<file path="src/verilog/xoodoo_pkg.sv">
`default_nettype none

package xoodoo_pkg;

        // ----------------------------------------------------------------------
        // Geometry of the Xoodoo state
        // ----------------------------------------------------------------------

        // Lane width, also the modulus of every z rotation
        localparam int LANE_BITS = 32;

        // Rounds in one full permutation
        localparam int NUM_ROUNDS = 12;

        // One lane, bit index is z
        typedef logic [LANE_BITS-1:0] lane_t;

        // Four lanes, index is x
        typedef lane_t [3:0] plane_t;

        // Three planes, index is y; bit i sits at z + 32*(x + 4*y)
        typedef plane_t [2:0] state_t;

        // Round number inside one permutation, 0 to 11
        typedef logic [3:0] round_idx_t;

        // Sequencer FSM states
        typedef enum logic {
                SEQ_IDLE,
                SEQ_RUN
        } seq_state_t;

        // ----------------------------------------------------------------------
        // Iota round constants, LSB at z = 0 as in the Xoodoo spec
        // ----------------------------------------------------------------------
        function automatic lane_t round_constant(input round_idx_t idx);
                case (idx)
                        4'd0:    round_constant = 32'h0000_0058;
                        4'd1:    round_constant = 32'h0000_0038;
                        4'd2:    round_constant = 32'h0000_03c0;
                        4'd3:    round_constant = 32'h0000_00d0;
                        4'd4:    round_constant = 32'h0000_0120;
                        4'd5:    round_constant = 32'h0000_0014;
                        4'd6:    round_constant = 32'h0000_0060;
                        4'd7:    round_constant = 32'h0000_002c;
                        4'd8:    round_constant = 32'h0000_0380;
                        4'd9:    round_constant = 32'h0000_00f0;
                        4'd10:   round_constant = 32'h0000_01a0;
                        4'd11:   round_constant = 32'h0000_0012;
                        default: round_constant = '0;
                endcase
        endfunction

endpackage

`default_nettype wire
</file>
<file path="src/verilog/xoodoo_core.sv">
`default_nettype none

// Standalone Xoodoo permutation, ROUNDS_PER_CYCLE rounds per clock
module xoodoo_core #(
        parameter int ROUNDS_PER_CYCLE = 3
) (
        input  logic               eph1,
        input  logic               reset,
        input  logic               start,
        input  xoodoo_pkg::state_t state_in,
        output xoodoo_pkg::state_t state_out,
        output logic               busy,
        output logic               done
);

        // Chain taps; entry 0 is the sequencer output, last entry feeds the register
        xoodoo_pkg::state_t                       chain [ROUNDS_PER_CYCLE+1];
        xoodoo_pkg::lane_t [ROUNDS_PER_CYCLE-1:0] rc;
        logic                                     advance;
        logic                                     last;

        // ----------------------------------------------------------------------
        // Control
        // ----------------------------------------------------------------------
        xoodoo_sequencer #(
                .ROUNDS_PER_CYCLE (ROUNDS_PER_CYCLE)
        ) i_sequencer (
                .eph1     (eph1),
                .reset    (reset),
                .start    (start),
                .state_in (state_in),
                .state_fb (state_out),
                .round_in (chain[0]),
                .rc       (rc),
                .advance  (advance),
                .last     (last),
                .busy     (busy)
        );

        // ----------------------------------------------------------------------
        // Unrolled rounds
        // ----------------------------------------------------------------------
        for (genvar k = 0; k < ROUNDS_PER_CYCLE; k++) begin : g_round
                xoodoo_round i_round (
                        .state_in  (chain[k]),
                        .rc        (rc[k]),
                        .state_out (chain[k+1])
                );
        end

        // ----------------------------------------------------------------------
        // State register and done
        // ----------------------------------------------------------------------
        xoodoo_state_reg i_state_reg (
                .eph1      (eph1),
                .reset     (reset),
                .advance   (advance),
                .last      (last),
                .round_out (chain[ROUNDS_PER_CYCLE]),
                .state_out (state_out),
                .done      (done)
        );

endmodule

`default_nettype wire

</file>
<file path="src/verilog/xoodoo_state_reg.sv">
`default_nettype none

// Holds the permutation state at the end of the round chain
module xoodoo_state_reg (
        input  logic               eph1,
        input  logic               reset,
        input  logic               advance,
        input  logic               last,
        input  xoodoo_pkg::state_t round_out,
        output xoodoo_pkg::state_t state_out,
        output logic               done
);

        // ----------------------------------------------------------------------
        // State register
        // ----------------------------------------------------------------------

        // Reset kills the state; value held whenever advance is low
        always_ff @(posedge eph1) begin
                if (reset) begin
                        state_out <= '0;
                end else if (advance) begin
                        state_out <= round_out;
                end
        end

        // ----------------------------------------------------------------------
        // Done strobe
        // ----------------------------------------------------------------------

        // One clock, lines up with the first cycle of the finished state
        always_ff @(posedge eph1) begin
                if (reset) begin
                        done <= 1'b0;
                end else begin
                        done <= last & advance;
                end
        end

endmodule

`default_nettype wire

</file>
<file path="src/verilog/xoodoo_sequencer.sv">
`default_nettype none

// Control for the unrolled round chain
module xoodoo_sequencer #(
        parameter int ROUNDS_PER_CYCLE = 3
) (
        input  logic                                         eph1,
        input  logic                                         reset,
        input  logic                                         start,
        input  xoodoo_pkg::state_t                           state_in,
        input  xoodoo_pkg::state_t                           state_fb,
        output xoodoo_pkg::state_t                           round_in,
        output xoodoo_pkg::lane_t [ROUNDS_PER_CYCLE-1:0]     rc,
        output logic                                         advance,
        output logic                                         last,
        output logic                                         busy
);

        // Clocks per permutation
        localparam int NUM_CYCLES = xoodoo_pkg::NUM_ROUNDS / ROUNDS_PER_CYCLE;

        // Chain length has to split the rounds evenly
        if (xoodoo_pkg::NUM_ROUNDS % ROUNDS_PER_CYCLE != 0) begin : g_bad_rpc
                $error("ROUNDS_PER_CYCLE must divide NUM_ROUNDS");
        end

        xoodoo_pkg::seq_state_t seq_state;
        xoodoo_pkg::round_idx_t cycle_ctr;
        logic                   accept;

        // ----------------------------------------------------------------------
        // Strobes to the state register
        // ----------------------------------------------------------------------

        // Start only counts when idle; starts during a run are dropped
        assign accept = (seq_state == xoodoo_pkg::SEQ_IDLE) & start;

        // Capture on the accepting cycle and on every run cycle
        assign advance = accept | (seq_state == xoodoo_pkg::SEQ_RUN);

        // Counter sits at 0 while idle, so a one-cycle permutation ends on accept
        assign last = advance & (cycle_ctr == xoodoo_pkg::round_idx_t'(NUM_CYCLES - 1));

        assign busy = (seq_state == xoodoo_pkg::SEQ_RUN);

        // ----------------------------------------------------------------------
        // FSM and cycle counter
        // ----------------------------------------------------------------------
        always_ff @(posedge eph1) begin
                if (reset) begin
                        seq_state <= xoodoo_pkg::SEQ_IDLE;
                        cycle_ctr <= '0;
                end else if (advance) begin
                        if (last) begin
                                // Back to idle, counter rearmed for next start
                                seq_state <= xoodoo_pkg::SEQ_IDLE;
                                cycle_ctr <= '0;
                        end else begin
                                seq_state <= xoodoo_pkg::SEQ_RUN;
                                cycle_ctr <= cycle_ctr + 1'b1;
                        end
                end
        end

        // ----------------------------------------------------------------------
        // Chain input and per-stage constants
        // ----------------------------------------------------------------------

        // Fresh state on accept, otherwise loop the register back
        assign round_in = accept ? state_in : state_fb;

        // Stage k runs round cycle_ctr*ROUNDS_PER_CYCLE + k
        always_comb begin
                for (int k = 0; k < ROUNDS_PER_CYCLE; k++) begin
                        rc[k] = xoodoo_pkg::round_constant(
                                xoodoo_pkg::round_idx_t'(int'(cycle_ctr) * ROUNDS_PER_CYCLE + k));
                end
        end

endmodule

`default_nettype wire

</file>
<file path="src/verilog/xoodoo_round.sv">
`default_nettype none

// One combinational Xoodoo round
module xoodoo_round (
        input  xoodoo_pkg::state_t state_in,
        input  xoodoo_pkg::lane_t  rc,
        output xoodoo_pkg::state_t state_out
);

        // Cyclic left rotation of one lane along z
        function automatic xoodoo_pkg::lane_t rotl(input xoodoo_pkg::lane_t v, input int n);
                rotl = (v << n) | (v >> (xoodoo_pkg::LANE_BITS - n));
        endfunction

        xoodoo_pkg::plane_t p;
        xoodoo_pkg::plane_t e;
        xoodoo_pkg::state_t theta;
        xoodoo_pkg::state_t west;
        xoodoo_pkg::state_t chi;

        // ----------------------------------------------------------------------
        // Theta
        // ----------------------------------------------------------------------
        always_comb begin
                // Column parity
                p = state_in[0] ^ state_in[1] ^ state_in[2];
                // E = P<<<(1,5) ^ P<<<(1,14); lane x takes lane x-1
                for (int x = 0; x < 4; x++) begin
                        e[x] = rotl(p[(x + 3) % 4], 5) ^ rotl(p[(x + 3) % 4], 14);
                end
                // Same effect word on all three planes
                for (int y = 0; y < 3; y++) begin
                        theta[y] = state_in[y] ^ e;
                end
        end

        // ----------------------------------------------------------------------
        // Rho-west and iota
        // ----------------------------------------------------------------------
        always_comb begin
                west[0] = theta[0];
                // Iota on lane 0 of plane 0
                west[0][0] = theta[0][0] ^ rc;
                for (int x = 0; x < 4; x++) begin
                        // Plane 1 moves one lane up in x
                        west[1][x] = theta[1][(x + 3) % 4];
                        // Plane 2 rotates 11 along z
                        west[2][x] = rotl(theta[2][x], 11);
                end
        end

        // ----------------------------------------------------------------------
        // Chi, the only nonlinear step
        // ----------------------------------------------------------------------
        always_comb begin
                chi[0] = west[0] ^ (~west[1] & west[2]);
                chi[1] = west[1] ^ (~west[2] & west[0]);
                chi[2] = west[2] ^ (~west[0] & west[1]);
        end

        // ----------------------------------------------------------------------
        // Rho-east
        // ----------------------------------------------------------------------
        always_comb begin
                // Plane 0 passes untouched
                state_out[0] = chi[0];
                for (int x = 0; x < 4; x++) begin
                        // Plane 1 rotates 1 along z
                        state_out[1][x] = rotl(chi[1][x], 1);
                        // Plane 2 moves two lanes in x, then rotates 8
                        state_out[2][x] = rotl(chi[2][(x + 2) % 4], 8);
                end
        end

endmodule

`default_nettype wire

</file>
<file path="config.mk">
export PLATFORM = sky130hd
export DESIGN_NAME = xoodoo_core
export DESIGN_NICKNAME = d
export VERILOG_FILES = /design/src/verilog/xoodoo_pkg.sv /design/src/verilog/xoodoo_core.sv /design/src/verilog/xoodoo_state_reg.sv /design/src/verilog/xoodoo_sequencer.sv /design/src/verilog/xoodoo_round.sv
export SDC_FILE = /design/constraint.sdc
export NUM_CORES = 2
export LEC_CHECK = 0
export BUFFER_PORTS_ARGS = -buffer_cell sky130_fd_sc_hd__buf_2
export CAP_MARGIN = 20
export CORE_MARGIN = 8
export CORE_UTILIZATION = 30
export CTS_CLUSTER_DIAMETER = 40
export DETAILED_ROUTE_END_ITERATION = 10
export SKIP_LAST_GASP = 1
export SLEW_MARGIN = 25
export SYNTH_ARGS = -nofsm -noshare
export SYNTH_HDL_FRONTEND = slang
export SYNTH_HIERARCHICAL = 1
export SYNTH_SLANG_ARGS = --single-unit
</file>
<file path="constraint.sdc">
create_clock -name eph1 -period 5.7 [get_ports eph1]
set_input_delay 0.57 -clock eph1 [delete_from_list [all_inputs] [get_ports eph1]]
set_output_delay 0.57 -clock eph1 [all_outputs]
set_load 0.1 [all_outputs]
</file>
==> summary by stage <==
CTS
In this run, CTS created clock tree buffers numbering between 90 and 100. The register clock-pin slew on the reported worst setup and hold paths is around 0.050 ns. The buffer depth of the longest clock path is 4. The depth of the CTS H-tree is 3. Clock tree synthesis found a total of just under 400 sinks. The cell at the root of the clock tree is sky130_fd_sc_hd__clkbuf_16. The clock latency on the worst-skew pair is about 0.85 ns. The number of buffers inserted for hold repair after clock tree synthesis is 0. The TritonCTS clock tree is done.

Die
The initialized floorplan defines roughly 190 standard-cell rows. From bottom edge to top edge, the die measures approximately 520 µm. The die area is ~0.27 mm².

The core box area is about 0.26 mm². The floorplan step set the die width to ~520 µm. 773 I/O pins were placed. The initial utilization of the core area, before any placement, comes to 0.301.

Drt
Once detail routing completed, the nets flagged for antenna violations numbered 0. The count of routing violations after the opening detailed-route iteration is between 10000 and 15000. After detailed routing, the total wire length is ~690 mm. The routed via count is between 70000 and 80000. In the final routed layout, each cell accounts on average for between 50 and 60 µm. For this run, the detailed router's first-pass iteration total came to 6. For this run, design rule violations remaining after detail routing come to 0.

The post-detailed-route via-to-cell ratio is approximately 5.2.

Status
The final reports fail on setup timing. The run finished, with violations left.

Place
Input and output buffers added on the ports amount to roughly 770. The wire-length estimate of the detail-placed layout is about 630 mm. Routability-driven placement finished with a final weighted congestion of ~1.2. The number of placed instances, taps included, is approximately 13000. OpenSTA, run right after detailed placement, puts the worst setup slack at -2.99 ns.

GRT
Global routing finished with a remaining overflow of 0. For this run, the total global-route usage over all layers was measured as 0.482. The first global-routing pass estimated a little over 800 mm of wire.

The via count of the first global-routing pass was ~67000. The number of antenna violations at the first check in global routing is between 60 and 70. Entering global routing, the biggest net connects approximately 140 pins.

Timing
The setup TNS after final layout is -565.28 ns. The worst setup margin is -1.78 ns. Dividing the final minimum period by the clock period gives 1.31.

The number of pins with negative max-slew slack in the final report is 0. The worst slew margin relative to its limit is 0.334. The hold violation count in the final report was 0. The final number of setup-violating endpoints is between 300 and 400. The pin slew with the least headroom to its limit is about 1.0 ns. Across the routed clock network, the largest skew measured is just under 0.07 ns.

Setup repair after global routing could not meet its margin everywhere. The minimum clock period after layout is 7.48 ns. The maximum achievable frequency is around 0.13 GHz.

Logic synthesis
Yosys printed 6 warnings. After synthesis, the netlist uses 45 different library cells. By area the synthesized netlist is led by sky130_fd_sc_hd__xnor3_1, sky130_fd_sc_hd__xnor3_2, sky130_fd_sc_hd__xnor2_1.

The share of the Yosys chip area taken by registers is 0.101. The most common cell in the synthesized netlist is sky130_fd_sc_hd__xnor2_1. The commonest cells after synthesis are sky130_fd_sc_hd__xnor2_1, sky130_fd_sc_hd__xnor3_1, sky130_fd_sc_hd__xnor3_2. Of the post-synthesis cell area, the dominant cell type holds 0.239.

In the synthesized netlist, the number of instances is between 5000 and 6000. The predominant post-synthesis flop cell is sky130_fd_sc_hd__dfxtp_1. The count of flip-flops with a built-in enable after synthesis is 0. The largest area contributor in the synthesized netlist is sky130_fd_sc_hd__xnor3_1. The post-synthesis instance area is a little under 0.08 mm².

Dividing the synthesized area by the synthesized cell count gives around 13 µm². The number of storage elements in the synthesis netlist is 390. In the synthesized netlist the async set-or-reset flop fraction comes to 0.

Worst setup path
Along the worst path, the maximum fanout reaches 28. The peak per-stage delay on the critical path is around 0.67 ns. Together, buffers and inverters on the worst path number 8. The data required time of the critical path is 6.48 ns. In this design, the largest share of critical-path delay is due to XOR/XNOR gates. The slowest cell on the critical path is sky130_fd_sc_hd__xnor3_1.

The critical path is of the flip-flop to flip-flop type. The signal on the critical path passes through nand2b_4, buf_12, buf_12, buf_12, mux2_2, xnor3_2, buf_12, xnor3_2, nor2b_4, xnor2_2, xnor3_2, buf_4, xnor3_1, nand2b_1, xnor2_1, buf_4, xnor3_2, buf_12, buf_4, xnor3_2, nor2b_4, xnor2_2, mux2i_1, nor2_1. The kind of launch point of the worst setup path is a flip-flop. The kind of end point of the critical path is a flip-flop. The data arrival at the endpoint of the critical path is around 8.3 ns.

Final layout
Relative to the synthesized area, the layout overhead comes to 58.9%. The final layout net count is ~11000. The number of cells in the finished layout apart from fillers is roughly 14000. The fraction of layout instances using a drive strength above 1 is 0.630. At the end of the flow the core is filled with cells to 0.479.

Worst hold path
The tightest min-delay check is of the input port to flip-flop type.

Job
The tool flagged a number of max-cap violations equal to 0.
==> cell usage in the layout (no fill, tap or decap), drive strengths merged, types with 20 or more instances in the layout <==
| master | instances |
|---|---|
| mux2 | 384 |
| diode | 69 |
| and2b | 21 |
| nand2b | 98 |
| clkinv | 20 |
| xor2 | 98 |
| nor2b | 844 |
| buf | 4371 |
| conb | 69 |
| clkbuf | 118 |
| xnor3 | 1536 |
| nor2 | 492 |
| xnor2 | 1157 |
| mux2i | 389 |
| dfxtp | 390 |
| nand2 | 111 |
==> cell families (layout without fill, tap and decap cells) <==
kind of cell             count (synthesis)  after routing  share of synthesized area
XOR/XNOR                              2791           2791                      0.613
AND/OR/NAND/NOR                       1585           1585                      0.152
multiplexers                           773            773                      0.106
flip-flops                             390            390                      0.101
buffers and inverters                  213           4548                     0.0223
AO/OA/AOI/OAI                           35             35                    0.00270
adder cells (fa/ha/maj)                 14             14                    0.00236
other                                    1            138                  0.0000485
==> registers in the layout, indices dropped and copies added (netlist names) <==
signal and count:
i_sequencer/busy 1, i_sequencer/cycle_ctr 4, i_state_reg/done 1, i_state_reg/state_out 384
==> stage by stage <==
step | cell area, µm² | hold slack [ns]
finish | 123000 | 0.243
global route | 123000 | 0.247
CTS | 122000 | 0.221
detailed placement | 118000 | 0.498
global placement | 118000 | 0.458
floorplan | 77600 | 0.444
==> cell type report <==
| type | instances | area (µm²) |
|---|---|---|
| antenna | 69 | 173 |
| clock buffer | 118 | 2610 |
| clock inverter | 51 | 692 |
| fill | 23500 | 134000 |
| inverter | 8 | 37.5 |
| multi-input combinational | 5267 | 69600 |
| sequential | 390 | 7810 |
| tap | 3384 | 4230 |
| timing repair buffer | 4371 | 37800 |
==> per-layer routing <==
layer,track usage,part of all wire
met3,0.216,0.13
met4,0.425,0.11
met1,0.579,0.37
met5,0,0.00022
met2,0.644,0.38
==> worst paths after layout <==
check	from	endpoint	slack, ns	depth (start not counted)
min	reset	i_state_reg/state_out[338]$_SDFFE_PP0P_	0.24	2
min reg2reg	i_sequencer/cycle_ctr[3]$_SDFFE_PP0P_	i_sequencer/cycle_ctr[3]$_SDFFE_PP0P_	0.50	2
max reg2reg	i_sequencer/busy$_SDFFE_PP0P_	i_state_reg/state_out[76]$_SDFFE_PP0P_	-1.78	24
max	i_sequencer/busy$_SDFFE_PP0P_	i_state_reg/state_out[76]$_SDFFE_PP0P_	-1.78	24
==> worst reg2reg max path, cell delays in order (launching register included) <==
cell	delay [ns]
sky130_fd_sc_hd__dfxtp_4	0.34
sky130_fd_sc_hd__nand2b_4	0.15
sky130_fd_sc_hd__buf_12	0.16
sky130_fd_sc_hd__buf_12	0.45
sky130_fd_sc_hd__buf_12	0.15
sky130_fd_sc_hd__mux2_2	0.46
sky130_fd_sc_hd__xnor3_2	0.55
sky130_fd_sc_hd__buf_12	0.17
sky130_fd_sc_hd__xnor3_2	0.48
sky130_fd_sc_hd__nor2b_4	0.18
sky130_fd_sc_hd__xnor2_2	0.37
sky130_fd_sc_hd__xnor3_2	0.47
sky130_fd_sc_hd__buf_4	0.22
sky130_fd_sc_hd__xnor3_1	0.69
sky130_fd_sc_hd__nand2b_1	0.16
sky130_fd_sc_hd__xnor2_1	0.21
sky130_fd_sc_hd__buf_4	0.20
sky130_fd_sc_hd__xnor3_2	0.38
sky130_fd_sc_hd__buf_12	0.17
sky130_fd_sc_hd__buf_4	0.19
sky130_fd_sc_hd__xnor3_2	0.60
sky130_fd_sc_hd__nor2b_4	0.24
sky130_fd_sc_hd__xnor2_2	0.27
sky130_fd_sc_hd__mux2i_1	0.13
sky130_fd_sc_hd__nor2_1	0.10
==> repair_timing <==
action                                  CTS  global route
setup buffers                            37            33
pin swaps                                43            44
resized for setup                       157            97
endpoints found under the setup margin  384           384
Power is left out: the tool's default activity adds up to more than one toggle a clock period on the data nets, which glitch-free logic cannot reach.
